### config.mk
export PLATFORM = sky130hd
export DESIGN_NAME = vgaTimer
export DESIGN_NICKNAME = d
export VERILOG_FILES = /design/src/source/videoPkg.sv /design/src/source/vgaTimer.sv
export SDC_FILE = /design/constraint.sdc
export NUM_CORES = 1
export LEC_CHECK = 0
export BUFFER_PORTS_ARGS = -buffer_cell sky130_fd_sc_hd__buf_2
export CELL_PAD_IN_SITES_DETAIL_PLACEMENT = 1
export CELL_PAD_IN_SITES_GLOBAL_PLACEMENT = 2
export CORE_AREA = 2 2 59 61
export DETAILED_ROUTE_END_ITERATION = 8
export DIE_AREA = 0 0 61 63
export PLACE_DENSITY = 0.85
export SLEW_MARGIN = 0
export SYNTH_ARGS = -nofsm -noshare
export SYNTH_HDL_FRONTEND = slang
export SYNTH_SLANG_ARGS = --single-unit
export TNS_END_PERCENT = 100
### constraint.sdc
create_clock -name Clk -period 6 [get_ports Clk]
set_input_delay 1.2 -clock Clk [delete_from_list [all_inputs] [get_ports Clk]]
set_output_delay 1.2 -clock Clk [all_outputs]
set_load 0.02 [all_outputs]
### src/source/videoPkg.sv
package videoPkg;

  typedef logic [9:0] coordT;   // screen coordinate, x or y.
  typedef logic [23:0] rgbT;    // red in [23:16], green in [15:8], blue in [7:0].

  // position that the raster is drawing this cycle
  typedef struct packed {
    coordT drawX;
    coordT drawY;
  } pixelPosT;

  typedef struct packed {
    logic hSync;                // active low.
    logic vSync;                // active low.
    logic videoOn;              // inside the active area.
  } syncT;

  localparam rgbT BG_COLOR = 24'hffffff;
  localparam rgbT RGB_BLACK = 24'h000000;

  // sync levels while blanked and out of reset
  localparam syncT SYNC_IDLE = '{hSync: 1'b1, vSync: 1'b1, videoOn: 1'b0};

endpackage

### src/source/vgaTimer.sv
module vgaTimer
  import videoPkg::*;
#(
  parameter int H_ACTIVE = 640,
  parameter int H_FRONT = 16,
  parameter int H_SYNC = 96,
  parameter int H_BACK = 48,
  parameter int V_ACTIVE = 480,
  parameter int V_FRONT = 10,
  parameter int V_SYNC = 2,
  parameter int V_BACK = 33
)
(
  input logic Clk,
  input logic rst,
  output pixelPosT pixelPos,
  output syncT rawSync
);

  localparam int H_TOTAL = H_ACTIVE + H_FRONT + H_SYNC + H_BACK;
  localparam int V_TOTAL = V_ACTIVE + V_FRONT + V_SYNC + V_BACK;
  localparam int H_SYNC_START = H_ACTIVE + H_FRONT;
  localparam int H_SYNC_END = H_SYNC_START + H_SYNC;
  localparam int V_SYNC_START = V_ACTIVE + V_FRONT;
  localparam int V_SYNC_END = V_SYNC_START + V_SYNC;

  coordT hCount;
  coordT vCount;

  always_ff @(posedge Clk)
  begin
    if (rst)
    begin
      hCount <= '0;
      vCount <= '0;
    end
    else if (hCount == coordT'(H_TOTAL - 1))
    begin
      hCount <= '0;                               // end of line.
      if (vCount == coordT'(V_TOTAL - 1))
      begin
        vCount <= '0;                             // end of frame.
      end
      else
      begin
        vCount <= vCount + 1'b1;
      end
    end
    else
    begin
      hCount <= hCount + 1'b1;
    end
  end

  always_comb
  begin
    pixelPos.drawX = hCount;
    pixelPos.drawY = vCount;
    rawSync.hSync = !((hCount >= coordT'(H_SYNC_START)) && (hCount < coordT'(H_SYNC_END)));
    rawSync.vSync = !((vCount >= coordT'(V_SYNC_START)) && (vCount < coordT'(V_SYNC_END)));
    rawSync.videoOn = (hCount < coordT'(H_ACTIVE)) && (vCount < coordT'(V_ACTIVE));
  end

  // frame totals must fit the coordinate and the counters wrap in time
  counterRangeA: assert property (@(posedge Clk) disable iff (rst)
    (hCount < coordT'(H_TOTAL)) && (vCount < coordT'(V_TOTAL)));

endmodule

# ---- After elaboration in Yosys (flattened, before gate mapping)
# Index checks and enable logic that the tools add are counted.
dict set report classes {
  n_mux 1
  eq_ne 2
  n_mul 0
  magnitude_cmp 6
  shifts 0
  reduce_logical 6
  add_sub_neg 2
  div_mod_pow 0
  bitwise 0
}
# cell count
set op_table {}
lappend op_table {{adder 10 x 1 -> 10 bit (second input constant)} 2}
lappend op_table {{equality test 10 bit (second input constant)} 2}
lappend op_table {{< comparator 10 bit (second input constant)} 2}
lappend op_table {{< comparator 10 x 9 -> 1 bit (second input constant)} 2}
lappend op_table {{>= comparator 10 bit (second input constant)} 1}
lappend op_table {{>= comparator 10 x 9 -> 1 bit (second input constant)} 1}
lappend op_table {{two-way mux 10 bit} 1}
lappend op_table {{logical AND 1 bit} 3}
lappend op_table {{logical NOT 1 bit} 2}
lappend op_table {{OR reduction 2 bit} 1}
dict set report word_totals {
  inputBits 2
  out_inout_bits 23
  wordCells 19
  rom_bits 0
  latchBits 0
  memories 0
  ff_bits 20
  mem_bits_rw 0
}

# ---- Logic depth before layout (Yosys ltp)
dict set report depth {
  depth_word 3
  ltp_mapped 7
  ltp_nobuf 6
}

# ---- Worst setup path after synthesis
# Ideal clock, no wire load.
dict set report synth_path {
  kind {register -> output}
  start {register hCount[5]}
  end {output rawSync[2] (netlist name)}
  arrival_ns 1.313
  path_buffers 0
  required_ns 4.800
  path_stages_with_launch 3
  path_slack_ns 3.487
  cell_sequence {dfxtp_1 -> nor3_1 -> or4b_2}
}
# element line_no
set synth_lines {}
lappend synth_lines {{from (decl)} vgaTimer.sv:27} ;# coordT hCount;
lappend synth_lines {{from (signal assigned)} vgaTimer.sv:51} ;# hCount <= hCount + 1'b1;
lappend synth_lines {{to (decl)} vgaTimer.sv:17} ;# output syncT rawSync

==> flow_summary.json <==
{
  "status": "finished clean",
  "synth.top_cell.area_share": 0.4025,
  "port-buffer-count": 24,
  "min_path_type": "flop to flop",
  "drv_slew": 0,
  "rsz0062_at_grt": "no",
  "core_um2": 3232,
  "finalSetupViolations": 0,
  "fin_tns_setup_ns": 0,
  "multi_input_area_um2": 555.5,
  "initial_core_util": 0.3078,
  "die_x_um": 61,
  "p_leak_nw": 0.4561,
  "first_iter_violations": 39,
  "via_per_inst": 4.894,
  "clock_path_buffers": 2,
  "yosysWarningCount": 0,
  "syn_inst": 117,
  "gp_congestion": 0.7367,
  "power_per_cell_area_nw_per_um2": 179.2,
  "synth_area_um2": 994.7,
  "rows": 21,
  "critPathRequiredTime_ns": 4.80,
  "synth_edf_count": 0,
  "hold-worst-slack_ns": 0.5102,
  "tightest_slew_ns": 0.6101,
  "ioPinCount": 25,
  "wirelength_um": 2459,
  "dieArea_um2": 3843,
  "fmax_ghz": 0.3502,
  "grt_pass1_vias": 883,
  "clk_pin_slew_worst_paths_ns": 0.11,
  "n_antenna_cell": 0,
  "clock_latency_ns": 0.31,
  "detail_route.wl_per_cell_um": 13.08,
  "post_cts_buffers": 0,
  "maxSlewHeadroom": 0.5902,
  "yosys.area.top_type": "dfxtp_1",
  "nets": 151,
  "cts_made_buffers": 3,
  "grt_pass1_wl_um": 4209,
  "critical_path_class": "flop to primary output",
  "hpwl_um": 1855,
  "period_share": 0.4759,
  "max_cap_violations": 0,
  "area_growth_pct": 19.25,
  "gr-total-overflow": 0,
  "grt_max_degree": 11,
  "finalClockSkew_ns": 0.004075,
  "netlist_top_cells_count": "20 x dfxtp_1, 18 x nor2_1, 9 x xnor2_1",
  "vias": 920,
  "synthTopCellsByArea": "dfxtp_1 40%, xnor2_1 7.9%, nor2_1 6.8%",
  "ir_drop_mv": 0.08823,
  "critical_path_peak_fanout": 7,
  "cts_resized": 0,
  "async_reset_ff_frac": 0,
  "ys_types": 28,
  "drive_above_1_share": 0.2324,
  "ant_nets": 0,
  "synth-seq-cells": 20,
  "hold_viol_final": 0,
  "grt_usage": 0.1445,
  "ys_seq_area_frac": 0.4025,
  "fillers": 413,
  "yosysMostFrequentCell": "dfxtp_1",
  "clock-sinks": 20,
  "end_kind": "primary output",
  "crit_arrival_ns": 1.66,
  "post-route-util": 0.3670,
  "synth_nets": 124,
  "holdBufCountCts": 0,
  "avgSynthCellArea_um2": 8.502,
  "finalCriticalPeriod_ns": 2.855,
  "cts.htree.levels": 1,
  "dr.pass1.iters": 2,
  "antenna_found_initial": 0,
  "cts_tree": "done",
  "startpoint_type": "flop",
  "clockRootBuffer": "clkbuf_4",
  "ys_dominant_reg_cell": "dfxtp_1",
  "seqCellArea_um2": 400.4,
  "die_h_um": 63,
  "drc": 0
}
==> cells in the final DEF, fill, tap and decap left out <==
cell / netlist / routed
a21oi_1: 4 / 4
a21oi_2: 1 / 1
a41o_1: 1 / 1
and2_1: 1 / 1
and3_1: 2 / 2
buf_2: 1 / 24
clkbuf_4: 0 / 3
dfxtp_1: 20 / 20
ha_1: 5 / 5
inv_1: 8 / 8
mux2i_1: 1 / 1
nand2_1: 8 / 8
nand3_1: 5 / 5
nand4_1: 3 / 3
nor2_1: 18 / 18
nor3_1: 5 / 5
nor4_1: 2 / 2
nor4b_1: 2 / 2
o211ai_1: 1 / 1
o21a_1: 1 / 1
o21ai_0: 5 / 5
or2_2: 1 / 1
or3_1: 5 / 5
or4_4: 2 / 2
or4b_2: 1 / 1
or4b_4: 1 / 1
xnor2_1: 9 / 9
xor2_1: 3 / 3
==> report_power, final <==
part	switching, mW	leakage (nW)	internal (mW)
logic	0.00683	0.281	0.00355
clock network	0.0417	0.0138	0.0235
registers	0.00245	0.162	0.134
==> stage by stage <==
step	power [mW]	std cells	area (um2)	setup WS (ns)
after global routing	0.2239	188	1186	3.010
final	0.2125	188	1186	3.145
after CTS	0.2186	188	1186	3.114
after detailed placement	0.1508	185	1164	3.479
after floorplan	0.1467	117	994.7	3.487
after global placement	0.1502	185	1164	3.526
==> worst max-delay path, stage by stage, from the launching register on <==
cell,delay (ns)
dfxtp_1,0.47
nand2_1,0.09
or4b_2,0.61
buf_2,0.18
==> layout make-up <==
type	count	area share
clock buffer	3	0.01899
tap	46	0.04852
timing repair buffer	24	0.1013
inverter	8	0.02532
multi-input combinational	87	0.4684
sequential	20	0.3376
==> metal layers <==
layer / vias to the layer above / track usage / share of wire
met5: - / 0 / 0
met1: 441 / 0.1972 / 0.47
met2: 21 / 0.2137 / 0.47
met4: 0 / 0.06522 / 0.020
li1: 453 / - / -
met3: 5 / 0.03106 / 0.042
==> final timing paths <==
path / startpoint / end / slack (ns) / cells past startpoint
worst min-delay path: hCount[0] / hCount[0] / 0.51 / 1
worst min register to register: hCount[0] / hCount[0] / 0.51 / 1
worst max-delay path: hCount[7] / rawSync[2] / 3.14 / 3
worst max register to register: hCount[5] / vCount[2] / 3.82 / 4
==> registers in the layout, summed over array words and instances, names as in the netlist <==
name	count
vCount	10
hCount	10
==> logic make-up after synthesis <==
group / Yosys count / share of synthesized area
flops: 20 / 0.4025
compound gates: 13 / 0.07925
buf+inv: 10 / 0.03899
fa+ha+maj: 5 / 0.06289
xor+xnor: 12 / 0.1057
mux: 1 / 0.01006
simple gates: 56 / 0.3006
No activity file was read; power rests on OpenSTA's default activity.
