## config.mk

```make
export PLATFORM = sky130hd
export DESIGN_NAME = pixelColorMapper
export DESIGN_NICKNAME = d
export VERILOG_FILES = /design/src/source/videoPkg.sv /design/src/source/pixelColorMapper.sv
export SDC_FILE = /design/constraint.sdc
export NUM_CORES = 1
export LEC_CHECK = 0
export ABC_AREA = 1
export BUFFER_PORTS_ARGS = -buffer_cell sky130_fd_sc_hd__buf_2
export CAP_MARGIN = 40
export CORE_MARGIN = 3
export CORE_UTILIZATION = 41
export CTS_BUF_LIST = sky130_fd_sc_hd__clkbuf_4 sky130_fd_sc_hd__clkbuf_8
export DETAILED_ROUTE_END_ITERATION = 10
export PLACE_DENSITY_LB_ADDON = 0.15
export SLEW_MARGIN = 20
export SYNTH_ARGS = -nofsm -noshare
export SYNTH_HDL_FRONTEND = slang
export SYNTH_SLANG_ARGS = --single-unit
```

## constraint.sdc

```tcl
create_clock -name Clk -period 0.8 [get_ports Clk]
set_input_delay 0.04 -clock Clk [delete_from_list [all_inputs] [get_ports Clk]]
set_output_delay 0.04 -clock Clk [all_outputs]
set_load 0.02 [all_outputs]
```

## src/source/videoPkg.sv

```systemverilog
package videoPkg;

  typedef logic [9:0] coordT;   // screen coordinate, x or y.
  typedef logic [23:0] rgbT;    // red in [23:16], green in [15:8], blue in [7:0].

  // position that the raster is drawing this cycle
  typedef struct packed {
    coordT drawX;
    coordT drawY;
  } pixelPosT;

  typedef struct packed {
    logic hSync;                // active low.
    logic vSync;                // active low.
    logic videoOn;              // inside the active area.
  } syncT;

  localparam rgbT BG_COLOR = 24'hffffff;
  localparam rgbT RGB_BLACK = 24'h000000;

  // sync levels while blanked and out of reset
  localparam syncT SYNC_IDLE = '{hSync: 1'b1, vSync: 1'b1, videoOn: 1'b0};

endpackage

```

## src/source/pixelColorMapper.sv

```systemverilog
module pixelColorMapper
  import videoPkg::*;
(
  input logic Clk,
  input logic rst,
  input rgbT spriteColor,
  input logic isZombie,
  input syncT tableSync,
  output rgbT vgaRgb,
  output syncT vgaSync
);

  rgbT pixelColor;

  always_comb
  begin
    if (!tableSync.videoOn)
    begin
      pixelColor = RGB_BLACK;                   // blanking.
    end
    else if (isZombie)
    begin
      pixelColor = spriteColor;
    end
    else
    begin
      pixelColor = BG_COLOR;
    end
  end

  always_ff @(posedge Clk)
  begin
    if (rst)
    begin
      vgaRgb <= RGB_BLACK;
      vgaSync <= SYNC_IDLE;
    end
    else
    begin
      vgaRgb <= pixelColor;
      vgaSync <= tableSync;                     // keeps sync in step with colour.
    end
  end

  // a monitor sees no colour during blanking, reset included
  blankBlackA: assert property (@(posedge Clk)
    !vgaSync.videoOn |-> (vgaRgb == RGB_BLACK));

endmodule

```

* Word level (Yosys, flattened, before mapping)
Index checks and enable logic that the tools add are counted.
Operators by class: div/mod/pow operators 0, $lt $le $gt $ge 0, reductions and logical operators 1, muxes and demuxes 1, multipliers 0, eq/ne operators 0, bitwise logic cells 1, add/sub/neg operators 0, shift operators 0
Operator list (number):
- 24-bit 2-to-1 mux | 1
- 2-bit OR reduction | 1
- 1-bit NOT | 1
Storage, ports and cells: bits in latches 0, memories kept 0, flip-flop bits (word level) 27, RAM bits 0, bits in read-only memories 0, input port bits 30, word-level logic and storage cells 7, output and inout port bits 27

* Depth between registers and ports, before layout
Gate-level depths: netlist of run 1.
depth in word-level cells 2, gate-level depth with buffers 4, gate-level depth less buffers 3

* Worst setup path before layout of run 1
OpenSTA, ideal clock, no wires.
path kind in2reg, start point input port isZombie, end point register vgaRgb[5], path buffers 1, stages on the path 4, setup slack 0.327 ns, arrival 0.360 ns, required time 0.688 ns, path through inv_2 buf_4 nor2_1 nor2_2
On the way: word-level cells in the longest chain between the ends 1
RTL lines:
- start, declared | RTL line pixelColorMapper.sv:7 | input logic isZombie,
- 24-bit 2-to-1 mux | RTL line pixelColorMapper.sv:21 | else if (isZombie)
- end signal, assigned | RTL line pixelColorMapper.sv:40 | vgaRgb <= pixelColor;
- end, declared | RTL line pixelColorMapper.sv:9 | output rgbT vgaRgb,
Every way passes these cells. A chain may end at the register's enable or synchronous reset.

* Worst setup path after layout of run 1
start point register vgaRgb[4], end point output port vgaRgb[4]
No word-level cell between the ends.

==> results of run 1 <==
## worst max path at each step
stage	endpoint	depth (start not counted)	slack, ns
after floorplan	vgaRgb[5]$_SDFF_PP0_	4	0.33
after global placement	vgaRgb[6]$_SDFF_PP0_	4	0.14
after detailed placement	vgaRgb[16]$_SDFF_PP0_	4	0.11
after CTS	vgaRgb[16]	1	-0.04
after global routing	vgaRgb[10]	1	-0.08
final	vgaRgb[4]	1	-0.03
## stage by stage
step	std cells	worst slack, ns
2_1_floorplan	85	0.327
3_3_place_gp	162	0.144
3_5_place_dp	162	0.107
4_1_cts	193	-0.0382
5_1_grt	193	-0.0757
6_report	193	-0.0269
## power groups by stage
stage	Clock, mW	Combinational, mW	Sequential (mW)
detailed placement	0	0.341	1.46
floorplan	0	0.108	1.56
global route	0.653	0.580	1.47
finish	0.578	0.543	1.46
global placement	0	0.336	1.46
CTS	0.599	0.526	1.46
## state kept, by name (all words and copies together) (netlist names)
register,count
vgaRgb,24
vgaSync,3
## synthesized netlist by cell type (all sizes together)
cell type and instances:
buf 4, nand2 1, or2 2, inv 3
dfxtp 27, nor2 48
## cells by family (layout without fill, tap and decap cells)
| group | count (synthesis) | after routing | share of synthesized area (%) |
|---|---|---|---|
| flops | 27 | 27 | 67.5 |
| simple gates | 51 | 51 | 26.4 |
| buf+inv | 7 | 90 | 6.09 |
## final cells by class
type	count	area [um2]	share of cell area (%)
clock buffers	3	22.5	1.43
clock inverters	1	7.51	0.476
inverters	3	11.3	0.714
multi-input cells	51	211	13.4
flip-flops and latches	27	574	36.4
well taps	25	31.3	1.98
repair buffers	83	719	45.6
## per-layer routing
metal	part of all wire, %	GRT usage, %
met1	41	25.6
met5	0	0
met2	51	38.0
met3	6.8	5.34
met4	1.8	9.22
## timing repair
item | 4_1_cts | 5_1_grt
endpoints found under the setup margin | 27 | 27
hold buffers | 27 | 0
gates resized for setup | 81 | 0
hold endpoints to repair | 26 | 0
==> impl_metrics.toml, run 1 <==
[critical_path]
crit_chain = "buf_6"
critPathRequiredTime_ns = 0.76
max_stage_delay_ns = 0.35
cp-start-kind = "register"
worst_path_max_delay_cell = "dfxtp_2"
critical-path-top-delay-family = "flip-flops"
worstPathMaxFanout = 1
end_kind = "primary output"
cp-startpoint = "vgaRgb[4]$_SDFF_PP0_"
crit_type = "register to primary output"
worst-path-buf-inv = 1
worstPathArrival_ns = 0.79

[flow_run]
drv_cap = 0

[power_and_ir_drop]
powerDensity_nw_per_um2 = 1640
p_comb_share_pct = 21.0
clock_power_share_pct = 22.4
netSwitchingFraction_pct = 25.6
p_int_mw = 1.92
power_mw = 2.59
ir_worst_vdd_mv = 1.47
power_leakage_nw = 0.760
seqPwrFrac_pct = 56.6
switching_power_mw = 0.662

[worst_hold_path]
hp-start = "tableSync[0]"
worstHoldPathType = "primary input to register"
hold_path_depth = 3
holdPathEnd = "vgaSync[0]$_SDFF_PP0_"

[sta]
slew_violations = 0
fin_setup_tns_ns = -0.482
whs_ns = 0.110
rsz0062_at_grt = "yes"
slew_headroom_pct = 72.4
layout_setup_ws_ns = -0.0269
setup_violations = 27
hold_viol = 0
clock.fmax_mhz = 1210
max_slew.worst_pin.slew_ns = 0.414
period_needed_ns = 0.827
period_share_pct = 103

[placement]
io_buffers = 56
place_congestion = 0.609
post_dp_cell_area_um2 = 1070
dpl.hpwl_mm = 1.14

[finish]
layout-drive-gt1-share_pct = 56.5
nFillCells = 76
final_common_cell = "nor2_1"
syn_to_final_growth_pct = 97.0
layout_common_cells = "nor2_1, buf_2, dlygate4sd3_1, buf_6, dfxtp_2"
utilization_pct = 88.5
final_cell_area_um2 = 1580
antennaDiodeCount = 0
nNetsFinal = 199

[route]
first_iter_violations = 6
ant_nets = 0
post_drt_via_cell_ratio = 4.27
drc = 0
num_vias = 824
wire_per_inst_um = 13.0
finalWirelength_mm = 2.50
firstDrtPassIters = 4

[grt]
grt-ovfl-total = 0
grt_usage_pct = 22.0
grt_pass1_vias = 844
grt_pass1_wl_mm = 4.08
grt_start_max_net_pins = 26
antenna_found_initial = 0

[run_status]
violations = "setup timing"
outcome = "finished with violations"

[logic_synthesis]
synthCells = 85
synth_top_area_cell = "dfxtp_1"
yosys.area.top_type_share_pct = 67.5
synth.area.top_cells = "dfxtp_1, nor2_1, buf_6"
synth.distinct_cells = 9
ys_seq_area_share_pct = 67.5
yosys_warnings = 0
synth.avg_cell_area_um2 = 9.42
synth_nets = 115
synth_seq_cells = 27
synth_area_um2 = 801

[clocking]
path_clk_slew_ns = 0.14
cts_sinks = 27
cts_buffers = 3
tritoncts = "built"
clockRootBuffer = "clkbuf_4"
cts_setup_buffers = 0
clockBufferDepth = 2
htree_levels = 1

[floorplanning]
dieArea_um2 = 2520
die_x_um = 50.2
dieHeight_um = 50.2
pin_count = 57
start_util_pct = 44.9
row_count = 15
coreArea_um2 = 1780
(Power assumes the default switching activity.)
==> run 2, diff against run 1 <==
--- a/config.mk
+++ b/config.mk
@@ -13,6 +13,7 @@
 export CTS_BUF_LIST = sky130_fd_sc_hd__clkbuf_4 sky130_fd_sc_hd__clkbuf_8
 export DETAILED_ROUTE_END_ITERATION = 10
 export PLACE_DENSITY_LB_ADDON = 0.15
+export REMOVE_ABC_BUFFERS = 1
 export SLEW_MARGIN = 20
 export SYNTH_ARGS = -nofsm -noshare
 export SYNTH_HDL_FRONTEND = slang
==> run 2 against run 1 <==
  * The flow still finishes with violations (setup timing)
  * Sequential share of layout area is the same
  * Cell count stayed put
  * Critical path type unchanged
  * Largest power group unchanged
  * Count of clock-buffer cells in the layout rose by 1
  * Core utilization is the same
==> impl_metrics.toml, run 2 (synthesized netlist as in run 1, its figures left out) <==
[clocking]
cts_buffers = 3
htree_levels = 1
cts_sinks = 27
cts_setup_buffers = 0
clockBufferDepth = 2
clockRootBuffer = "clkbuf_4"
path_clk_slew_ns = 0.14
tritoncts = "built"

[route]
num_vias = 836
firstDrtPassIters = 4
first_iter_violations = 5
drc = 0
ant_nets = 0
post_drt_via_cell_ratio = 4.33
finalWirelength_mm = 2.49
wire_per_inst_um = 12.9

[sta]
max_slew.worst_pin.slew_ns = 0.396
whs_ns = 0.120
period_share_pct = 104
rsz0062_at_grt = "yes"
hold_viol = 0
layout_setup_ws_ns = -0.0333
period_needed_ns = 0.833
setup_violations = 29
clock.fmax_mhz = 1200
slew_headroom_pct = 73.5
slew_violations = 0

[critical_path]
max_stage_delay_ns = 0.36
critPathRequiredTime_ns = 0.76
worstPathArrival_ns = 0.79
cp-startpoint = "vgaRgb[11]$_SDFF_PP0_"
worst-path-buf-inv = 1
end_kind = "primary output"
worst_path_max_delay_cell = "dfxtp_2"
crit_type = "register to primary output"
worstPathMaxFanout = 1
crit_chain = "buf_6"
cp-start-kind = "register"
critical-path-top-delay-family = "flip-flops"

[finish]
regMostFlops = "vgaRgb"
nFillCells = 82
largest_registers = "vgaRgb: 24 flops, vgaSync: 3 flops"
antennaDiodeCount = 0
syn_to_final_growth_pct = 97.0
largest_reg_flops = 24
layout-drive-gt1-share_pct = 56.5
layout_common_cells = "nor2_1, buf_2, dlygate4sd3_1, buf_6, dfxtp_2"
final_common_cell = "nor2_1"
nNetsFinal = 199

[grt]
grtUsageMet2_pct = 40.7
grt_pass1_vias = 910
top_usage_layer = "met2"
met1_usage_pct = 22.1
grt_start_max_net_pins = 26
grt-ovfl-total = 0
grt_usage_pct = 21.6
grt_pass1_wl_mm = 4.05
use_met3_pct = 5.93
antenna_found_initial = 0

[placement]
place_congestion = 0.611
dpl.hpwl_mm = 1.14
io_buffers = 56
post-place-ws_ns = 0.101

[run_status]
outcome = "finished with violations"
violations = "setup timing"

[floorplanning]
die_x_um = 50.2
dieHeight_um = 50.2
start_util_pct = 44.9
pin_count = 57
coreArea_um2 = 1780
row_count = 15
dieArea_um2 = 2520

[power_and_ir_drop]
ir_worst_vdd_mv = 1.27
power_mw = 2.61
powerDensity_nw_per_um2 = 1650
power_leakage_nw = 0.764

[flow_run]
drv_cap = 0

[worst_hold_path]
hp-start = "tableSync[0]"
worstHoldPathType = "primary input to register"
==> run 2: cell count changes in the layout (fill, tap and decap cells not counted) <==
| cell | change |
|---|---|
| clkbuf_4 | +1 |
| clkinvlp_4 | -1 |
==> run 2: through the flow <==
| step | TNS (ns) | util, % | cells | cell area, um2 |
|---|---|---|---|---|
| 4_1_cts | -0.529 | 88.5 | 193 | 1580 |
| 2_1_floorplan | 0 | - | 81 | 763 |
| 3_3_place_gp | 0 | 60.3 | 162 | 1070 |
| 3_5_place_dp | 0 | 60.3 | 162 | 1070 |
| 6_report | -0.491 | 88.5 | 193 | 1580 |
| 5_1_grt | -1.54 | 88.5 | 193 | 1580 |
==> run 2: report_power, final <==
part | internal, mW | switching, mW
Combinational | 0.302 | 0.238
Clock | 0.229 | 0.374
Sequential | 1.43 | 0.0362
Total | 1.96 | 0.647
==> run 2: cell type report <==
cell class | instances | area, um2 | share of cell area [%]
sequential | 27 | 574 | 36.4
tap | 25 | 31.3 | 1.98
clock buffer | 4 | 30.0 | 1.90
inverter | 3 | 11.3 | 0.714
multi-input combinational | 51 | 211 | 13.4
timing repair buffer | 83 | 719 | 45.6
==> run 2: layer usage <==
metal | share of wire, % | wire [um] | up-vias
li1 | - | - | 415
met1 | 37 | 910 | 379
met2 | 55 | 1360 | 36
met3 | 6.7 | 168 | 6
met4 | 2.1 | 52 | 0
met5 | 0 | 0 | -
==> run 2: final timing paths <==
kind | depth (start not counted) | end | slack (ns)
setup / recovery | 1 | vgaRgb[11] | -0.03
hold / removal | 3 | vgaSync[0]$_SDFF_PP0_ | 0.12
==> run 2: timing repair <==
| item | in CTS | in global routing |
|---|---|---|
| gates resized for setup | 81 | 0 |
| setup endpoints to repair | 27 | 29 |
| pin swaps | 0 | 0 |
| hold buffers | 27 | 1 |
| endpoints found under the hold margin | 26 | 2 |
==> run 3, diff against run 2 <==
--- a/config.mk
+++ b/config.mk
@@ -8,10 +8,11 @@
 export ABC_AREA = 1
 export BUFFER_PORTS_ARGS = -buffer_cell sky130_fd_sc_hd__buf_2
 export CAP_MARGIN = 40
-export CORE_MARGIN = 3
+export CORE_MARGIN = 4
 export CORE_UTILIZATION = 41
 export CTS_BUF_LIST = sky130_fd_sc_hd__clkbuf_4 sky130_fd_sc_hd__clkbuf_8
 export DETAILED_ROUTE_END_ITERATION = 10
+export GPL_TIMING_DRIVEN = 0
 export PLACE_DENSITY_LB_ADDON = 0.15
 export REMOVE_ABC_BUFFERS = 1
 export SLEW_MARGIN = 20
==> run 3 against run 2 <==
  * First-iteration DRC count shrank 40%
  * The run still ends with setup timing left
  * Die area is 8.1% higher
  * Total power is 1.5% lower
  * Combinational power shrank 0.9%
  * Sequential power about the same
  * Critical path depth is the same
  * Largest power group unchanged
==> impl_metrics.toml, run 3 (synthesized netlist as in run 1, its figures left out) <==
[critical_path]
crit_chain = "buf_6"
worstPathArrival_ns = 0.79
critPathRequiredTime_ns = 0.76
worst-path-buf-inv = 1
cp-start-kind = "register"
worst_path_max_delay_cell = "dfxtp_2"
crit_type = "register to primary output"
critical-path-top-delay-family = "flip-flops"
end_kind = "primary output"
worstPathMaxFanout = 1
max_stage_delay_ns = 0.35

[route]
finalWirelength_mm = 2.33
wire_per_inst_um = 12.1
ant_nets = 0
num_vias = 814
post_drt_via_cell_ratio = 4.22
firstDrtPassIters = 4
first_iter_violations = 3
drc = 0

[floorplanning]
coreArea_um2 = 1780
row_count = 15
pin_count = 57
start_util_pct = 44.9
dieHeight_um = 52.2
die_x_um = 52.2
dieArea_um2 = 2720

[finish]
final_common_cell = "nor2_1"
fin_cells = 193
antennaDiodeCount = 0
syn_to_final_growth_pct = 96.7
layout_common_cells = "nor2_1, buf_2, dlygate4sd3_1, buf_6, dfxtp_2"
largest_reg_flops = 24
largest_registers = "vgaRgb: 24 flops, vgaSync: 3 flops"
layout-drive-gt1-share_pct = 56.5
regMostFlops = "vgaRgb"
final_cell_area_um2 = 1580
nNetsFinal = 199

[sta]
period_needed_ns = 0.830
clock.fmax_mhz = 1200
period_share_pct = 104
setup_violations = 27
layout_setup_ws_ns = -0.0299
slew_headroom_pct = 73.9
slew_violations = 0
hold_viol = 0
max_slew.worst_pin.slew_ns = 0.392
fin_setup_tns_ns = -0.473
rsz0062_at_grt = "yes"

[grt]
grt_usage_pct = 17.7
antenna_found_initial = 0
grt_pass1_vias = 804
grt_start_max_net_pins = 26
grt-ovfl-total = 0
grt_pass1_wl_mm = 3.55

[placement]
place_inst = 162
dpl.hpwl_mm = 1.21
io_buffers = 56
place_congestion = 0.628
post_dp_cell_area_um2 = 1070

[clocking]
htree_levels = 1
cts_buffers = 3
clockBufferDepth = 2
tritoncts = "built"
clockRootBuffer = "clkbuf_4"
cts_sinks = 27
path_clk_slew_ns = 0.14
cts_setup_buffers = 0

[worst_hold_path]
worstHoldPathType = "primary input to register"

[flow_run]
drv_cap = 0

[power_and_ir_drop]
powerDensity_nw_per_um2 = 1630
ir_worst_vdd_mv = 1.34
power_leakage_nw = 0.764

[run_status]
outcome = "finished with violations"
violations = "setup timing"
==> run 3: timing repair <==
action | 4_1_cts | 5_1_grt
gates resized for setup | 81 | 0
endpoints found under the setup margin | 27 | 27
hold buffers | 27 | 0
endpoints found under the hold margin | 26 | 0
==> run 3: worst paths after layout <==
kind | start | end | slack [ns] | cells past startpoint
min | tableSync[0] | vgaSync[0]$_SDFF_PP0_ | 0.11 | 3
max | vgaRgb[0]$_SDFF_PP0_ | vgaRgb[0] | -0.03 | 1
==> run 3: through the flow <==
step | total power [mW] | util [%] | worst slack [ns] | hold slack [ns]
after floorplan | 1.65 | - | 0.345 | 0.144
after CTS | 2.56 | 88.4 | -0.0247 | 0.109
after global routing | 2.70 | 88.4 | -0.0738 | 0.113
final | 2.57 | 88.4 | -0.0299 | 0.113
after global placement | 1.79 | 60.3 | 0.127 | 0.223
after detailed placement | 1.80 | 60.3 | 0.0962 | 0.228
==> run 3: final cells by class <==
class                           count  area, um2
Inverter                            3       11.3
Multi-Input combinational cell     51        211
Sequential cell                    27        574
Clock inverter                      1       5.00
Timing Repair Buffer               83        719
Clock buffer                        3       22.5
Tap cell                           25       31.3
Fill cell                          83        208
==> run 3: report_power, final <==
| group | total, mW | internal [mW] | switching [mW] |
|---|---|---|---|
| logic | 0.535 | 0.302 | 0.232 |
| clock network | 0.571 | 0.187 | 0.385 |
| registers | 1.47 | 1.43 | 0.0344 |
| total | 2.57 | 1.92 | 0.651 |
==> run 3: metal layers <==
layer | up-vias | wire (um) | track usage, %
met5 | - | 0 | 0
met4 | 0 | 10 | 2.55
met3 | 2 | 180 | 5.98
met2 | 32 | 1280 | 34.3
met1 | 366 | 862 | 18.6
li1 | 414 | - | -
